### config.mk
export PLATFORM = sky130hd
export DESIGN_NAME = gfx_vga
export DESIGN_NICKNAME = d
export VERILOG_FILES = /design/src/hw/gfx_pkg.sv /design/src/hw/sram_arbiter.sv /design/src/hw/fb_writer.sv /design/src/hw/fb_pixel_stream.sv /design/src/hw/pixel_fifo.sv /design/src/hw/gfx_vga.sv
export SDC_FILE = /design/constraint.sdc
export NUM_CORES = 1
export LEC_CHECK = 0
export BUFFER_PORTS_ARGS = -buffer_cell sky130_fd_sc_hd__buf_4
export CAP_MARGIN = 15
export CORE_MARGIN = 3
export CORE_UTILIZATION = 45
export DETAILED_ROUTE_END_ITERATION = 7
export PLACE_DENSITY = 0.6
export SYNTH_ARGS = -nofsm -noshare
export SYNTH_HDL_FRONTEND = slang
export SYNTH_HIERARCHICAL = 1
export SYNTH_SLANG_ARGS = --single-unit
### constraint.sdc
create_clock -name clk -period 9.18 [get_ports clk]
set_input_delay 0.918 -clock clk [delete_from_list [all_inputs] [get_ports clk]]
set_output_delay 0.918 -clock clk [all_outputs]
set_load 0.1 [all_outputs]
### src/hw/gfx_pkg.sv
`default_nettype none

package gfx_pkg;

  // horizontal timing in pixels
  localparam int h_visible = 16;
  localparam int h_front = 2;
  localparam int h_sync = 3;
  localparam int h_back = 3;
  localparam int h_total = h_visible + h_front + h_sync + h_back;

  // vertical timing in lines
  localparam int v_visible = 12;
  localparam int v_front = 1;
  localparam int v_sync = 2;
  localparam int v_back = 1;
  localparam int v_total = v_visible + v_front + v_sync + v_back;

  localparam int x_bits = 5;
  localparam int y_bits = 4;
  localparam int addr_bits = 8;
  localparam int data_bits = 16;
  localparam int color_bits = 4;
  localparam int pixel_bits = 3 * color_bits;

  // output fifo sizing
  localparam int fifo_depth = 16;
  localparam int fifo_ptr_bits = 4;
  localparam int fifo_almost_full_level = 12;

  typedef struct packed {
    logic [color_bits-1:0] pad;
    logic [color_bits-1:0] red;
    logic [color_bits-1:0] grn;
    logic [color_bits-1:0] blu;
  } pixel_color_t;

  // raw sram word, or the same bits as color channels
  typedef union packed {
    logic [data_bits-1:0] raw;
    pixel_color_t         color;
  } pixel_word_t;

  // row-major frame buffer address
  function automatic logic [addr_bits-1:0] fb_addr(input logic [x_bits-1:0] x,
                                                   input logic [y_bits-1:0] y);
    return addr_bits'(y) * addr_bits'(h_visible) + addr_bits'(x);
  endfunction

endpackage

`default_nettype wire

### src/hw/sram_arbiter.sv
`timescale 1ns/1ps
`default_nettype none

module sram_arbiter (
  input  logic                                clk,
  input  logic                                reset,
  input  logic                                wr_req,
  input  logic [gfx_pkg::addr_bits-1:0]       wr_addr,
  input  gfx_pkg::pixel_word_t                wr_data,
  output logic                                wr_grant,
  input  logic                                rd_req,
  input  logic [gfx_pkg::addr_bits-1:0]       rd_addr,
  output gfx_pkg::pixel_word_t                rd_data,
  output logic                                rd_valid,
  output logic [gfx_pkg::addr_bits-1:0]       sram_addr,
  output logic [gfx_pkg::data_bits-1:0]       sram_wdata,
  input  logic [gfx_pkg::data_bits-1:0]       sram_rdata,
  output logic                                sram_we_n,
  output logic                                sram_oe_n,
  output logic                                sram_ce_n
);

  // read cycle currently on the pins
  logic rd_pending;

  // reads always win
  assign wr_grant = wr_req & ~rd_req;

  // pin control
  always_ff @(posedge clk) begin
    if (reset) begin
      sram_we_n <= 1'b1;
      sram_oe_n <= 1'b1;
      sram_ce_n <= 1'b1;
      rd_pending <= 1'b0;
    end else begin
      sram_ce_n <= ~(rd_req | wr_req);
      sram_oe_n <= ~rd_req;
      sram_we_n <= ~wr_grant;
      rd_pending <= rd_req;
    end
  end

  // address and write data
  always_ff @(posedge clk) begin
    if (rd_req) begin
      sram_addr <= rd_addr;
    end else if (wr_req) begin
      sram_addr <= wr_addr;
      sram_wdata <= wr_data.raw;
    end
  end

  // sample the data bus at the end of the read cycle
  always_ff @(posedge clk) begin
    if (reset) begin
      rd_valid <= 1'b0;
    end else begin
      rd_valid <= rd_pending;
    end
  end

  always_ff @(posedge clk) begin
    if (rd_pending) begin
      rd_data.raw <= sram_rdata;
    end
  end

endmodule

`default_nettype wire

### src/hw/fb_writer.sv
`timescale 1ns/1ps
`default_nettype none

module fb_writer (
  input  logic                           clk,
  input  logic                           reset,
  input  logic [gfx_pkg::x_bits-1:0]     gfx_x,
  input  logic [gfx_pkg::y_bits-1:0]     gfx_y,
  input  logic [gfx_pkg::pixel_bits-1:0] gfx_color,
  input  logic                           gfx_valid,
  output logic                           gfx_ready,
  output logic                           wr_req,
  output logic [gfx_pkg::addr_bits-1:0]  wr_addr,
  output gfx_pkg::pixel_word_t           wr_data,
  input  logic                           wr_grant
);
  import gfx_pkg::*;

  logic accept;

  // free when idle, or when the pending write goes out this cycle
  assign gfx_ready = ~wr_req | wr_grant;
  assign accept = gfx_valid & gfx_ready;

  always_ff @(posedge clk) begin
    if (reset) begin
      wr_req <= 1'b0;
    end else if (accept) begin
      wr_req <= 1'b1;
    end else if (wr_grant) begin
      wr_req <= 1'b0;
    end
  end

  // capture address and color on each transfer
  always_ff @(posedge clk) begin
    if (accept) begin
      wr_addr <= fb_addr(gfx_x, gfx_y);
      wr_data.color.pad <= '0;
      wr_data.color.red <= gfx_color[3*color_bits-1:2*color_bits];
      wr_data.color.grn <= gfx_color[2*color_bits-1:color_bits];
      wr_data.color.blu <= gfx_color[color_bits-1:0];
    end
  end

endmodule

`default_nettype wire

### src/hw/fb_pixel_stream.sv
`timescale 1ns/1ps
`default_nettype none

module fb_pixel_stream (
  input  logic                           clk,
  input  logic                           reset,
  input  logic                           enable,
  output logic                           rd_req,
  output logic [gfx_pkg::addr_bits-1:0]  rd_addr,
  input  gfx_pkg::pixel_word_t           rd_data,
  input  logic                           rd_valid,
  output logic                           push,
  output logic                           push_hsync,
  output logic                           push_vsync,
  output logic [gfx_pkg::pixel_bits-1:0] push_color
);
  import gfx_pkg::*;

  logic [x_bits-1:0] x_pos;
  logic [y_bits-1:0] y_pos;
  logic              visible;
  logic              hsync_n;
  logic              vsync_n;

  // two stages matching the read latency
  logic valid_s1;
  logic valid_s2;
  logic vis_s1;
  logic vis_s2;
  logic hsync_s1;
  logic vsync_s1;

  assign visible = (x_pos < x_bits'(h_visible)) && (y_pos < y_bits'(v_visible));

  // active low sync windows
  assign hsync_n = ~((x_pos >= x_bits'(h_visible + h_front)) &&
                     (x_pos < x_bits'(h_visible + h_front + h_sync)));
  assign vsync_n = ~((y_pos >= y_bits'(v_visible + v_front)) &&
                     (y_pos < y_bits'(v_visible + v_front + v_sync)));

  assign rd_req = enable & visible;
  assign rd_addr = fb_addr(x_pos, y_pos);

  // raster position
  always_ff @(posedge clk) begin
    if (reset) begin
      x_pos <= '0;
      y_pos <= '0;
    end else if (enable) begin
      if (x_pos == x_bits'(h_total - 1)) begin
        x_pos <= '0;
        if (y_pos == y_bits'(v_total - 1)) begin
          y_pos <= '0;
        end else begin
          y_pos <= y_pos + 1'b1;
        end
      end else begin
        x_pos <= x_pos + 1'b1;
      end
    end
  end

  always_ff @(posedge clk) begin
    if (reset) begin
      valid_s1 <= 1'b0;
      valid_s2 <= 1'b0;
    end else begin
      valid_s1 <= enable;
      valid_s2 <= valid_s1;
    end
  end

  // position attributes follow the valid bits
  always_ff @(posedge clk) begin
    vis_s1 <= visible;
    hsync_s1 <= hsync_n;
    vsync_s1 <= vsync_n;
    vis_s2 <= vis_s1;
    push_hsync <= hsync_s1;
    push_vsync <= vsync_s1;
  end

  assign push = valid_s2;
  // blanking positions carry black
  assign push_color = (vis_s2 && rd_valid) ?
                      {rd_data.color.red, rd_data.color.grn, rd_data.color.blu} : '0;

endmodule

`default_nettype wire

### src/hw/pixel_fifo.sv
`timescale 1ns/1ps
`default_nettype none

module pixel_fifo (
  input  logic                           clk,
  input  logic                           reset,
  input  logic                           push,
  input  logic                           push_hsync,
  input  logic                           push_vsync,
  input  logic [gfx_pkg::pixel_bits-1:0] push_color,
  output logic                           almost_full,
  input  logic                           pixel_tick,
  output logic [gfx_pkg::color_bits-1:0] vga_red,
  output logic [gfx_pkg::color_bits-1:0] vga_grn,
  output logic [gfx_pkg::color_bits-1:0] vga_blu,
  output logic                           vga_hsync,
  output logic                           vga_vsync
);
  import gfx_pkg::*;

  // entry is {hsync, vsync, color}
  logic [pixel_bits+1:0]    mem [fifo_depth];
  logic [fifo_ptr_bits-1:0] wr_ptr;
  logic [fifo_ptr_bits-1:0] rd_ptr;
  logic [fifo_ptr_bits:0]   count;
  logic                     do_push;
  logic                     do_pop;

  assign do_push = push && (count != (fifo_ptr_bits + 1)'(fifo_depth));
  assign do_pop = pixel_tick && (count != '0);
  assign almost_full = count >= (fifo_ptr_bits + 1)'(fifo_almost_full_level);

  always_ff @(posedge clk) begin
    if (do_push) begin
      mem[wr_ptr] <= {push_hsync, push_vsync, push_color};
    end
  end

  // pointers wrap on their own, depth is a power of two
  always_ff @(posedge clk) begin
    if (reset) begin
      wr_ptr <= '0;
      rd_ptr <= '0;
      count <= '0;
    end else begin
      wr_ptr <= wr_ptr + fifo_ptr_bits'(do_push);
      rd_ptr <= rd_ptr + fifo_ptr_bits'(do_pop);
      count <= count + (fifo_ptr_bits + 1)'(do_push) - (fifo_ptr_bits + 1)'(do_pop);
    end
  end

  always_ff @(posedge clk) begin
    if (reset) begin
      {vga_hsync, vga_vsync, vga_red, vga_grn, vga_blu} <= {2'b11, pixel_bits'(0)};
    end else if (do_pop) begin
      {vga_hsync, vga_vsync, vga_red, vga_grn, vga_blu} <= mem[rd_ptr];
    end else if (pixel_tick) begin
      // underrun shows black, syncs idle
      {vga_hsync, vga_vsync, vga_red, vga_grn, vga_blu} <= {2'b11, pixel_bits'(0)};
    end
  end

endmodule

`default_nettype wire

### src/hw/gfx_vga.sv
`timescale 1ns/1ps
`default_nettype none

module gfx_vga (
  input  logic                           clk,
  input  logic                           reset,
  input  logic [gfx_pkg::x_bits-1:0]     gfx_x,
  input  logic [gfx_pkg::y_bits-1:0]     gfx_y,
  input  logic [gfx_pkg::pixel_bits-1:0] gfx_color,
  input  logic                           gfx_valid,
  output logic                           gfx_ready,
  input  logic                           pixel_tick,
  output logic [gfx_pkg::color_bits-1:0] vga_red,
  output logic [gfx_pkg::color_bits-1:0] vga_grn,
  output logic [gfx_pkg::color_bits-1:0] vga_blu,
  output logic                           vga_hsync,
  output logic                           vga_vsync,
  output logic [gfx_pkg::addr_bits-1:0]  sram_addr,
  output logic [gfx_pkg::data_bits-1:0]  sram_wdata,
  input  logic [gfx_pkg::data_bits-1:0]  sram_rdata,
  output logic                           sram_we_n,
  output logic                           sram_oe_n,
  output logic                           sram_ce_n
);
  import gfx_pkg::*;

  // writer side
  logic                 wr_req;
  logic                 wr_grant;
  logic [addr_bits-1:0] wr_addr;
  pixel_word_t          wr_data;

  // display side
  logic                  rd_req;
  logic                  rd_valid;
  logic [addr_bits-1:0]  rd_addr;
  pixel_word_t           rd_data;
  logic                  push;
  logic                  push_hsync;
  logic                  push_vsync;
  logic [pixel_bits-1:0] push_color;
  logic                  almost_full;
  logic                  stream_enable;

  // hold the raster while the fifo is nearly full
  assign stream_enable = ~almost_full;

  sram_arbiter sram_arbiter_i (
    .clk(clk), .reset(reset),
    .wr_req(wr_req), .wr_addr(wr_addr), .wr_data(wr_data), .wr_grant(wr_grant),
    .rd_req(rd_req), .rd_addr(rd_addr), .rd_data(rd_data), .rd_valid(rd_valid),
    .sram_addr(sram_addr), .sram_wdata(sram_wdata), .sram_rdata(sram_rdata),
    .sram_we_n(sram_we_n), .sram_oe_n(sram_oe_n), .sram_ce_n(sram_ce_n)
  );

  fb_writer fb_writer_i (
    .clk(clk), .reset(reset),
    .gfx_x(gfx_x), .gfx_y(gfx_y), .gfx_color(gfx_color),
    .gfx_valid(gfx_valid), .gfx_ready(gfx_ready),
    .wr_req(wr_req), .wr_addr(wr_addr), .wr_data(wr_data), .wr_grant(wr_grant)
  );

  fb_pixel_stream fb_pixel_stream_i (
    .clk(clk), .reset(reset), .enable(stream_enable),
    .rd_req(rd_req), .rd_addr(rd_addr), .rd_data(rd_data), .rd_valid(rd_valid),
    .push(push), .push_hsync(push_hsync), .push_vsync(push_vsync),
    .push_color(push_color)
  );

  pixel_fifo pixel_fifo_i (
    .clk(clk), .reset(reset),
    .push(push), .push_hsync(push_hsync), .push_vsync(push_vsync),
    .push_color(push_color), .almost_full(almost_full), .pixel_tick(pixel_tick),
    .vga_red(vga_red), .vga_grn(vga_grn), .vga_blu(vga_blu),
    .vga_hsync(vga_hsync), .vga_vsync(vga_vsync)
  );

endmodule

`default_nettype wire

After elaboration in Yosys (flattened, before gate mapping)
Memory sizes are Yosys's and may differ from the RTL's. A register that Yosys moved wholly into a read port is not among the register bits.
Index checks and enable logic that the tools add are counted.

operators by class
  add/sub/neg operators = 8
  $lt $le $gt $ge = 7
  equality and inequality tests = 3
  muxes and demuxes = 17
  bitwise operators = 12
  reductions and logical operators = 12

operators by type and width
  kind                 number
  $mux 4               6
  $add 8x5->8          2
  $mux 8               2
  $mux 12              1
  $lt 5x5->1 const B   2
  $add 4x1->4          2
  $lt 4x4->1 const B   2
  $mux 1               7
  $not 1->1            7
  $logic_and 1x1->1    6
  $reduce_bool 2->1    3
  $add 5x1->5          1
  $add 5x1->5 const B  1
  $eq 5x5->1 const B   1
  $ge 5x4->1 const B   1
  $ge 5x5->1 const B   1
  $mux 5               1
  $ne 5x5->1 const B   1
  $reduce_bool 5->1    1
  $sub 5x1->5          1
  $add 4x1->4 const B  1
  $eq 4x4->1 const B   1
  $ge 4x4->1 const B   1
  $reduce_and 2->1     2
  2 further kinds      5

word-level totals
  register bits after elaboration = 102
  memory bits (writable) = 224
  input bits = 41
  output and inout bits = 42
  word-level logic and storage cells = 89
  memories kept = 1

memory list
  memory            words  width  read ports  clocked after memory_dff  wr ports  line              text
  pixel_fifo_i.mem  16     14     1           1                         1         pixel_fifo.sv:22  logic [pixel_bits+1:0] mem [fifo_depth];

Logic depth before layout (Yosys ltp)
Gate-level depths: netlist of the first run.

  word-level depth = 8
  gate-level depth with buffers = 13

Hierarchy
The synthesis of the first run kept the hierarchy.

modules (own cells, without submodules)
  module           times used  cells an instance  area each (µm²)  sequential area each (µm²)
  pixel_fifo       1           479                9734.3           7267.0
  sram_arbiter     1           61                 1468.9           1301.2
  fb_pixel_stream  1           93                 845.8            340.3
  fb_writer        1           35                 730.7            620.6
  gfx_vga          1           1                  3.8              0.0

Worst setup path after synthesis of the first run
Ideal clock, no wire load.

  path type = register -> register
  start = register pixel_fifo_i.count[1]
  end = register fb_writer_i/wr_addr[0] (netlist name), enable pin
  library setup time = 0.378 ns
  arrival time = 3.078 ns
  data required time = 8.802 ns
  slack = 5.724 ns
  stages on the path, launching flop included = 10
  path buffers = 2
  cells stage by stage = dfxtp_1 -> nor2_1 -> a221o_1 -> inv_1 -> buf_4 -> and2_1 -> buf_6 -> nor2b_1 -> nand2b_4 -> and2_1

between the ends
  cells in the longest elaborated chain, start to end = 7

RTL lines
  item                          line                   text
  from (decl)                   pixel_fifo.sv:25       logic [fifo_ptr_bits:0] count;
  from (signal assigned)        pixel_fifo.sv:48       count <= count + (fifo_ptr_bits + 1)'(do_push) - (fifo_ptr_bits + 1)'(do_pop);
  $ge 5x4->1                    pixel_fifo.sv:31       assign almost_full = count >= (fifo_ptr_bits + 1)'(fifo_almost_full_level);
  named net almost_full         gfx_vga.sv:42          logic almost_full;
  $not 1->1 (no line)           -
  named net stream_enable       gfx_vga.sv:43          logic stream_enable;
  $and 1x1->1                   fb_pixel_stream.sv:41  assign rd_req = enable & visible;
  named net rd_req              gfx_vga.sv:34          logic rd_req;
  $not 1->1 (no line)           -
  $and 1x1->1                   sram_arbiter.sv:27     assign wr_grant = wr_req & ~rd_req;
  named net wr_grant            gfx_vga.sv:29          logic wr_grant;
  $or 1x1->1                    fb_writer.sv:22        assign gfx_ready = ~wr_req | wr_grant;
  named net gfx_ready           gfx_vga.sv:11          output logic gfx_ready,
  $and 1x1->1                   fb_writer.sv:23        assign accept = gfx_valid & gfx_ready;
  named net fb_writer_i.accept  fb_writer.sv:19        logic accept;
  to (signal assigned)          fb_writer.sv:38        wr_addr <= fb_addr(gfx_x, gfx_y);
  to (decl)                     fb_writer.sv:13        output logic [gfx_pkg::addr_bits-1:0] wr_addr,

The timed path passes the listed nets, and every way through them passes these cells.
A chain may end at the register's enable or synchronous reset.

Worst setup path after layout of the first run
  start = register pixel_fifo_i.count[4]
  end = output gfx_ready

between the ends
  cells in the longest elaborated chain, start to end = 6

RTL lines
  item                     line
  $ge 5x4->1               pixel_fifo.sv:31
  named net almost_full    gfx_vga.sv:42
  $not 1->1 (no line)      -
  named net stream_enable  gfx_vga.sv:43
  $and 1x1->1              fb_pixel_stream.sv:41
  named net rd_req         gfx_vga.sv:34
  $not 1->1 (no line)      -
  $and 1x1->1              sram_arbiter.sv:27
  named net wr_grant       gfx_vga.sv:29
  $or 1x1->1               fb_writer.sv:22
  to (decl)                gfx_vga.sv:11

The timed path passes the listed nets, and every way through them passes these cells.

==> flow_summary.ini, run 1 <==
[outcome]
status = finished clean

[routing]
via_count = 6079
drtIter0Drc = 485
routed_via_density = 5.295
wl_mm = 24.19
dr.pass1.iters = 5
route.detailed.drc = 0
detail-route-antenna-nets = 0
wire_per_inst_um = 21.07

[placement]
hpwl_mm = 14.47
place_ws_ns = 5.707
place.gp.congestion = 0.7640
io_buffers = 78

[timing]
finalHoldViolCount = 0
fin_tns_setup_ns = 0
fin_crit_ns = 3.951
slew_headroom_pct = 22.48
worst_pin_slew_ns = 1.163
finalSetupViolCount = 0
clock_skew_ns = 0.01827
rsz0062_at_grt = false
slew_viol_final = 0
clock.fmax_mhz = 253.1
fin_crit_sh_pct = 43.04
fin_ws_ns = 5.229

[clock_tree]
numCtsBuffers = 35
cts_setup_buffers = 0
cts_tree = done
insertion_delay_ns = 0.50
cts-htree-levels = 2
numClockSinks = 330
cts_max_path_buffers = 3
cts_resized = 0
hold_buffers = 0
clkTransAtPathRegs_ns = 0.06
ctsRootBufferMaster = clkbuf_16

[grt]
antenna_found_initial = 0
grt_pass1_vias = 6426
grt_remaining_overflow = 0
grt_pass1_wl_mm = 37.43
grt_start_max_net_pins = 59
grt_util_all_layers_pct = 16.19

[power]
power.density_nw_per_um2 = 273.7
peakVddDrop_v = 0.0003001
leakagePower_nw = 4.837

[die]
initial_core_util_pct = 46.34
die-height_um = 173.8
core_um2 = 27330
dieWidth_um = 173.8
ios = 83
die_area_um2 = 30190
rows = 60

[setup_path]
start_kind = flip-flop
cp.arrival_ns = 3.03
cp-end-kind = output port
crit_type = reg2out
cp.required_ns = 8.26
crit_fanout = 17

[layout]
antennaDiodeCount = 0
multiInputGateArea_um2 = 3024
regArea_um2 = 9418
final_nets = 814
fillers = 2188
syn_to_final_growth_pct = 15.79
drive_gt1_share_pct = 27.45

[synth]
postSynthCellCount = 665
synth_warnings = 6
synth.avg_cell_area_um2 = 19.04
syn-cell-area_um2 = 12660

[hold_path]
hp-class = reg2reg

[flow_run]
max_cap_violations = 0
[metrics by stage]
stage / utilization, % / cell area [um^2] / instances / power, W / hold slack, ns
2_1_floorplan: - / 12670 / 668 / 0.002614 / 0.3096
3_3_place_gp: 49.79 / 13610 / 1086 / 0.002771 / 0.3116
3_5_place_dp: 49.79 / 13610 / 1086 / 0.002790 / 0.3132
4_1_cts: 53.60 / 14650 / 1147 / 0.004067 / 0.3300
5_1_grt: 53.66 / 14660 / 1148 / 0.004186 / 0.3444
6_report: 53.66 / 14660 / 1148 / 0.004014 / 0.3310
[critical path: stages (launching register included)]
cell	delay, ns
dfxtp_1	0.40
inv_1	0.07
ha_1	0.17
a221o_1	0.33
inv_1	0.23
and2_1	0.60
nor2b_1	0.10
buf_4	0.23
nand2b_4	0.17
buf_4	0.23
[metal layers]
layer,track usage (%),wire [um],up-vias
met4,3.887,363,0
met2,27.83,12340,133
li1,-,-,2785
met5,0,0,-
met3,2.781,1070,30
met1,21.68,10420,3131
[cell type report]
type | count | share of cell area [%]
inverter | 16 | 0.4096
clock buffer | 48 | 6.511
multi-input combinational | 283 | 20.62
tap | 372 | 3.174
sequential | 330 | 64.23
timing repair buffer | 86 | 4.454
clock inverter | 13 | 0.5973
[placed cells by master (no fill, tap or decap), types with 2 or more instances in the layout]
cell / count
a21oi_1: 8
a2bb2oi_1: 11
and2_1: 2
and3_1: 13
buf_4: 85
clkbuf_1: 10
clkbuf_16: 35
clkbuf_8: 3
clkinv_1: 5
clkinv_2: 6
conb_1: 4
dfxtp_1: 47
dfxtp_4: 2
edfxtp_1: 280
ha_1: 20
inv_1: 15
mux2_1: 7
mux2_4: 5
mux2i_1: 26
mux4_2: 54
nand2_1: 8
nand2b_1: 7
nand2b_4: 2
nand3_1: 9
nand3b_1: 4
nor2_1: 18
nor2_2: 8
nor2b_1: 12
nor3_1: 5
nor3_4: 4
o21ai_0: 3
o21ai_1: 13
o21bai_1: 2
o22ai_1: 2
o32a_1: 2
or3b_1: 2
xnor2_1: 6
xor2_1: 7
[state kept, by name, summed over array words and instances (netlist names), 5 cells and up]
register and flops:
pixel_fifo_i/mem 224, sram_arbiter_i/sram_wdata 16, fb_writer_i/wr_data 12, sram_arbiter_i/rd_data 12, fb_writer_i/wr_addr 8, sram_arbiter_i/sram_addr 8, fb_pixel_stream_i/x_pos 5, pixel_fifo_i/count 5
[report_power, final]
group / internal, W / total, W / switching [W] / leakage [nW]
clock network: 0.000754 / 0.00127 / 0.000519 / 0.515
logic: 0.000323 / 0.000873 / 0.000550 / 1.40
registers: 0.00176 / 0.00187 / 0.000108 / 2.92
total: 0.00284 / 0.00401 / 0.00118 / 4.84
[path summary, 6_finish.rpt]
check | startpoint | endpoint | slack [ns] | depth (start not counted)
max | pixel_fifo_i/count[4]$_SDFF_PP0_ | gfx_ready | 5.23 | 9
min | fb_pixel_stream_i/vsync_s1$_DFF_P_ | fb_pixel_stream_i/push_vsync$_DFF_P_ | 0.33 | 0
max reg2reg | pixel_fifo_i/count[4]$_SDFF_PP0_ | fb_writer_i/wr_data[9]$_DFFE_PP_ | 6.02 | 9
min reg2reg | fb_pixel_stream_i/vsync_s1$_DFF_P_ | fb_pixel_stream_i/push_vsync$_DFF_P_ | 0.33 | 0
(Power assumes the default switching activity.)
==> run 2, diff against run 1 <==
--- a/config.mk
+++ b/config.mk
@@ -10,7 +10,7 @@
 export CORE_MARGIN = 3
 export CORE_UTILIZATION = 45
 export DETAILED_ROUTE_END_ITERATION = 7
-export PLACE_DENSITY = 0.6
+export PLACE_DENSITY = 0.63
 export SYNTH_ARGS = -nofsm -noshare
 export SYNTH_HDL_FRONTEND = slang
 export SYNTH_HIERARCHICAL = 1
==> constraint.sdc (replaced) <==
create_clock -name clk -period 3.4 [get_ports clk]
set_input_delay 0.34 -clock clk [delete_from_list [all_inputs] [get_ports clk]]
set_output_delay 0.34 -clock clk [all_outputs]
set_load 0.1 [all_outputs]
==> flow_summary.ini, run 2 (synthesis gave the netlist of run 1 again) <==
[setup_path]
cp_slowest_cell = nor2b_2
ff2ff_setup_slack_ns = 0.51
crit_family = simple AND/OR/NAND/NOR gates
start_kind = flip-flop
worstPathCellList = nor2_1 > a221o_1 > inv_1 > and2_1 > nor2b_2 > nand2b_4 > buf_4
max_stage_delay_ns = 0.69
crit_type = reg2out
r2r_cells = 7
crit_fanout = 17
r2r-end = fb_writer_i/wr_data[10]$_DFFE_PP_
cp-startpoint = pixel_fifo_i/count[1]$_SDFF_PP0_
crit_buf_inv = 2
r2r-start = pixel_fifo_i/count[1]$_SDFF_PP0_
cp-end-kind = output port
cp.arrival_ns = 2.85
cp.required_ns = 3.06

[routing]
wl_mm = 25.36
dr.pass1.iters = 4
route.detailed.drc = 0
wl_met1_mm = 10.85
dr_wl_met2_mm = 12.92
via_count = 6303
wire_per_inst_um = 21.31
routed_via_density = 5.297
detail-route-antenna-nets = 0
wl_met3_mm = 1.073
top_layer = met4
drtIter0Drc = 534

[clock_tree]
cts_max_path_buffers = 3
numCtsBuffers = 34
clkTransAtPathRegs_ns = 0.06
cts_setup_buffers = 0
ctsRootBufferMaster = clkbuf_16
cts-htree-levels = 2
insertion_delay_ns = 0.50
cts_tree = done
numClockSinks = 330

[layout]
drive_gt1_share_pct = 28.00
final_nets = 855
fillers = 2140
syn_to_final_growth_pct = 18.70
final_cell_mix = 280 x edfxtp_1, 104 x buf_4, 54 x mux4_2
stdcell_count = 1190
final_area_um2 = 15030
largest_reg_flops = 224
top_register = pixel_fifo_i/mem
top_regs = pixel_fifo_i/mem: 224 flops, sram_arbiter_i/sram_wdata: 16 flops
regArea_um2 = 9415
multiInputGateArea_um2 = 2983
antennaDiodeCount = 0
mostFrequentLayoutCell = edfxtp_1

[outcome]
status = finished clean

[placement]
hpwl_mm = 15.70
place_area_um2 = 13740
io_buffers = 78
place.gp.congestion = 0.7767
placed_cells = 1107

[grt]
grt_remaining_overflow = 0
grt_pass1_wl_mm = 39.27
grt_start_max_net_pins = 37
grt_util_all_layers_pct = 17.01
grt_pass1_vias = 6710
antenna_found_initial = 0

[power]
peakVddDrop_v = 0.0005711
power.density_nw_per_um2 = 734.7
leakagePower_nw = 5.061

[die]
rows = 60
ios = 83
die-height_um = 173.8
die_area_um2 = 30190
initial_core_util_pct = 46.34
dieWidth_um = 173.8
core_um2 = 27330

[timing]
fin_tns_setup_ns = 0
slew_viol_final = 0
finalHoldViolCount = 0
finalSetupViolCount = 0
clock.fmax_mhz = 313.1
rsz0062_at_grt = false
fin_crit_ns = 3.193
slew_headroom_pct = 31.22
timing.hold.ws_ns = 0.02055
worst_pin_slew_ns = 1.032
fin_crit_sh_pct = 93.92
clock_skew_ns = 0.01483

[hold_path]
whs_endpoint = sram_arbiter_i/rd_data[10]$_DFFE_PP_
min-delay-start = sram_rdata[10]
hp-class = in2reg
min_delay_path_depth = 1

[flow_run]
max_cap_violations = 0
run 2: changes by cell type in the layout (fill, tap and decap cells not counted), sizes merged:
cell         previous run  this run
clkinv                 11         8
clkbuf                 48        47
dlygate4sd3             0        22
bufinv                  1         2
clkinvlp                0         3
buf                    86       106
run 2: final cells by class:
class | instances | share of cell area, %
inverters | 16 | 0.3995
repair buffers | 128 | 6.925
clock inverters | 14 | 0.9073
well taps | 372 | 3.096
flip-flops and latches | 330 | 62.64
multi-input cells | 283 | 19.84
clock buffers | 47 | 6.193
run 2: layer usage:
layer	track usage [%]	vias to the layer above
li1	-	2862
met1	23.03	3255
met2	28.83	144
met3	2.606	42
met4	4.859	0
met5	0	-
run 2: repair_timing:
action	4_1_cts	5_1_grt
endpoints found under the hold margin	21	1
resized for setup	0	1
endpoints found under the setup margin	0	20
hold buffers	21	1
run 2: worst max path at each step:
stage                                        to  slack [ns]  depth (start not counted)
4_1_cts                               gfx_ready        0.19                          7
3_5_place_dp   fb_writer_i/wr_addr[2]$_DFFE_PP_        0.21                          7
2_1_floorplan  fb_writer_i/wr_addr[0]$_DFFE_PP_        0.29                          9
6_report                              gfx_ready        0.21                          7
5_1_grt                               gfx_ready        0.02                          7
3_3_place_gp   fb_writer_i/wr_addr[0]$_DFFE_PP_        0.32                          7
run 2: stage by stage:
stage / setup WS [ns] / power (W) / util (%)
floorplan: 0.2870 / 0.007060 / -
CTS: 0.1880 / 0.01118 / 54.97
detailed placement: 0.2085 / 0.007618 / 50.29
global placement: 0.3246 / 0.007543 / 50.29
finish: 0.2066 / 0.01104 / 55.01
global route: 0.01904 / 0.01150 / 55.01
run 2: power breakdown:
part	switching, W	internal, W	total, W
Combinational	0.00158	0.000935	0.00251
Clock	0.00145	0.00208	0.00353
Sequential	0.000252	0.00475	0.00500
Total	0.00328	0.00777	0.0110
==> run 3, diff against run 2 <==
--- a/config.mk
+++ b/config.mk
@@ -13,5 +13,4 @@
 export PLACE_DENSITY = 0.63
 export SYNTH_ARGS = -nofsm -noshare
 export SYNTH_HDL_FRONTEND = slang
-export SYNTH_HIERARCHICAL = 1
 export SYNTH_SLANG_ARGS = --single-unit
==> constraint.sdc (replaced) <==
create_clock -name clk -period 3.4 [get_ports clk]
set_input_delay 0.17 -clock clk [delete_from_list [all_inputs] [get_ports clk]]
set_output_delay 0.17 -clock clk [all_outputs]
set_load 0.1 [all_outputs]
==> flow_summary.ini, run 3 <==
[power]
peakVddDrop_v = 0.0004362
power.switching_w = 0.003235
swShare_pct = 30.03
p_int_w = 0.007537
clockPowerShare_pct = 30.5
pwr-share-seq_pct = 46.7
leakagePower_nw = 5.122
power.share.combinational_pct = 22.8
power_w = 0.01077
power.density_nw_per_um2 = 723.9

[routing]
route.detailed.drc = 0
wl_mm = 24.11
wl_met3_mm = 1.214
drtIter0Drc = 501
wl_met1_mm = 9.911
detail-route-antenna-nets = 0
via_count = 6312
wire_per_inst_um = 20.18
routed_via_density = 5.282
dr_wl_met2_mm = 12.58
dr.pass1.iters = 5
top_layer = met4

[placement]
io_buffers = 74
place.gp.congestion = 0.7764
hpwl_mm = 15.14

[setup_path]
worstPathCellList = inv_1 > ha_1 > or4b_2 > nand2_1 > inv_1 > ha_1 > inv_1 > ha_1 > inv_1 > fa_1 > nand2b_1 > a21oi_1 > o21a_1 > nor3_1
start_kind = flip-flop
cp.required_ns = 3.76
cp.arrival_ns = 3.48
cp-end-kind = flip-flop
max_stage_delay_ns = 0.64
cp_slowest_cell = or4b_2
crit_buf_inv = 4
crit_fanout = 3
crit_type = reg2reg
cpMostUsedCell = inv_1
crit_family = adder cells

[synth]
yosysUniqueCellTypes = 46
synth_top_cells_by_area = edfxtp_1 66%, dfxtp_1 8.0%, mux4_2 6.7%
yosys_register_bits = 326
synth_top_area_cell = edfxtp_1
seq_area_frac_synth_pct = 74.25
synth.avg_cell_area_um2 = 18.84
postSynthCellCount = 664
synth_edf_count = 276
yosysMostFrequentCell = edfxtp_1
ys.flop_type = edfxtp_1
synth_common_cells = 276 x edfxtp_1, 50 x dfxtp_1, 39 x nor2_1, 37 x mux4_2
synth_warnings = 0
synth_top_area_share_pct = 66.25
synthArstFlopShare_pct = 0
syn-cell-area_um2 = 12510

[die]
core_um2 = 27100
die-height_um = 172.7
ios = 83
die_area_um2 = 29840
dieWidth_um = 172.7
rows = 60
initial_core_util_pct = 46.16

[clock_tree]
numCtsBuffers = 34
clkTransAtPathRegs_ns = 0.06
cts_resized = 0
numClockSinks = 326
ctsRootBufferMaster = clkbuf_16
insertion_delay_ns = 0.50
cts_max_path_buffers = 3
cts-htree-levels = 2
cts_tree = done

[layout]
antennaDiodeCount = 0
syn_to_final_growth_pct = 18.96
final_nets = 860
top_register = pixel_fifo_i.mem
final_util_pct = 54.91
drive_gt1_share_pct = 25.15
mostFrequentLayoutCell = edfxtp_1
final_cell_mix = 276 x edfxtp_1, 96 x buf_4, 48 x dfxtp_1
largest_reg_flops = 224

[grt]
grt_remaining_overflow = 0
antenna_found_initial = 0
grt_start_max_net_pins = 49
grt_pass1_vias = 6933
grt_util_all_layers_pct = 16.34
grt_pass1_wl_mm = 38.26

[flow_run]
max_cap_violations = 0

[timing]
slew_headroom_pct = 30.60
fin_tns_setup_ns = 0
worst_pin_slew_ns = 1.037
rsz0062_at_grt = false
fin_crit_ns = 3.114
finalHoldViolCount = 0
clock.fmax_mhz = 321.2
finalSetupViolCount = 0
slew_viol_final = 0
clock_skew_ns = 0.01293
fin_crit_sh_pct = 91.58

[hold_path]
hp-class = in2reg

[outcome]
status = finished clean
==> run 3: what timing repair did <==
item / CTS / global route
hold buffers: 34 / 0
hold endpoints to repair: 33 / 0
setup buffers: 0 / 0
==> run 3: power groups by stage <==
stage | Sequential (W) | Clock, W | Combinational (W)
2_1_floorplan | 0.00566 | 0 | 0.00132
3_3_place_gp | 0.00510 | 0 | 0.00238
3_5_place_dp | 0.00513 | 0 | 0.00245
4_1_cts | 0.00505 | 0.00337 | 0.00249
5_1_grt | 0.00508 | 0.00354 | 0.00262
6_report | 0.00503 | 0.00329 | 0.00246
==> run 3: worst paths after layout <==
path	from	to	slack, ns	cells past startpoint
min	pixel_tick	pixel_fifo_i.vga_hsync$_SDFFE_PP1P_	0.03	3
max reg2reg	pixel_fifo_i.count[3]$_SDFF_PP0_	pixel_fifo_i.count[4]$_SDFF_PP0_	0.29	14
min reg2reg	fb_pixel_stream_i.hsync_s1$_DFF_P_	fb_pixel_stream_i.push_hsync$_DFF_P_	0.33	0
max	pixel_fifo_i.count[3]$_SDFF_PP0_	pixel_fifo_i.count[4]$_SDFF_PP0_	0.29	14
==> run 3: routing by layer <==
metal  up-vias  global-route usage, %
met5         -                      0
met4         0                  3.919
met3        40                  2.679
met2       176                  28.84
met1      3212                  21.39
li1       2884                      -
==> run 3: layout make-up <==
class                           count  area (um^2)
Sequential cell                   326         9294
Clock buffer                       47        920.9
Timing Repair Buffer              131         1081
Clock inverter                     14        67.56
Multi-Input combinational cell    290         2997
Fill cell                        2091        12220
Tap cell                          372        465.4
Inverter                           15        56.30
==> run 3: tightest hold or removal path: cells and delay by family <==
kind | cells | cell delay [ns]
buf+inv | 1 | 0.13
simple gates | 1 | 0.05
compound gates | 1 | 0.13
==> run 3: per-stage QoR <==
stage,setup slack (ns),instance area [um^2],std cells,hold WS (ns)
after global routing,0.1120,14880,1195,0.05431
final,0.2863,14880,1195,0.03217
after CTS,0.2803,14880,1195,0.008891
after floorplan,0.2715,12520,667,0.2613
after detailed placement,0.2923,13550,1100,0.3146
after global placement,0.4757,13550,1100,0.3129
==> run 3: cell families (layout without fill, tap and decap cells) <==
kind of cell / Yosys count / after routing / synth area share (%)
XOR/XNOR: 14 / 14 / 0.9802
AO/OA/AOI/OAI: 36 / 36 / 2.161
AND/OR/NAND/NOR: 124 / 124 / 5.111
other: 1 / 4 / 0.02998
adder cells (fa/ha/maj): 21 / 21 / 2.160
multiplexers: 91 / 91 / 13.26
flip-flops: 326 / 326 / 74.25
buffers and inverters: 51 / 207 / 2.040
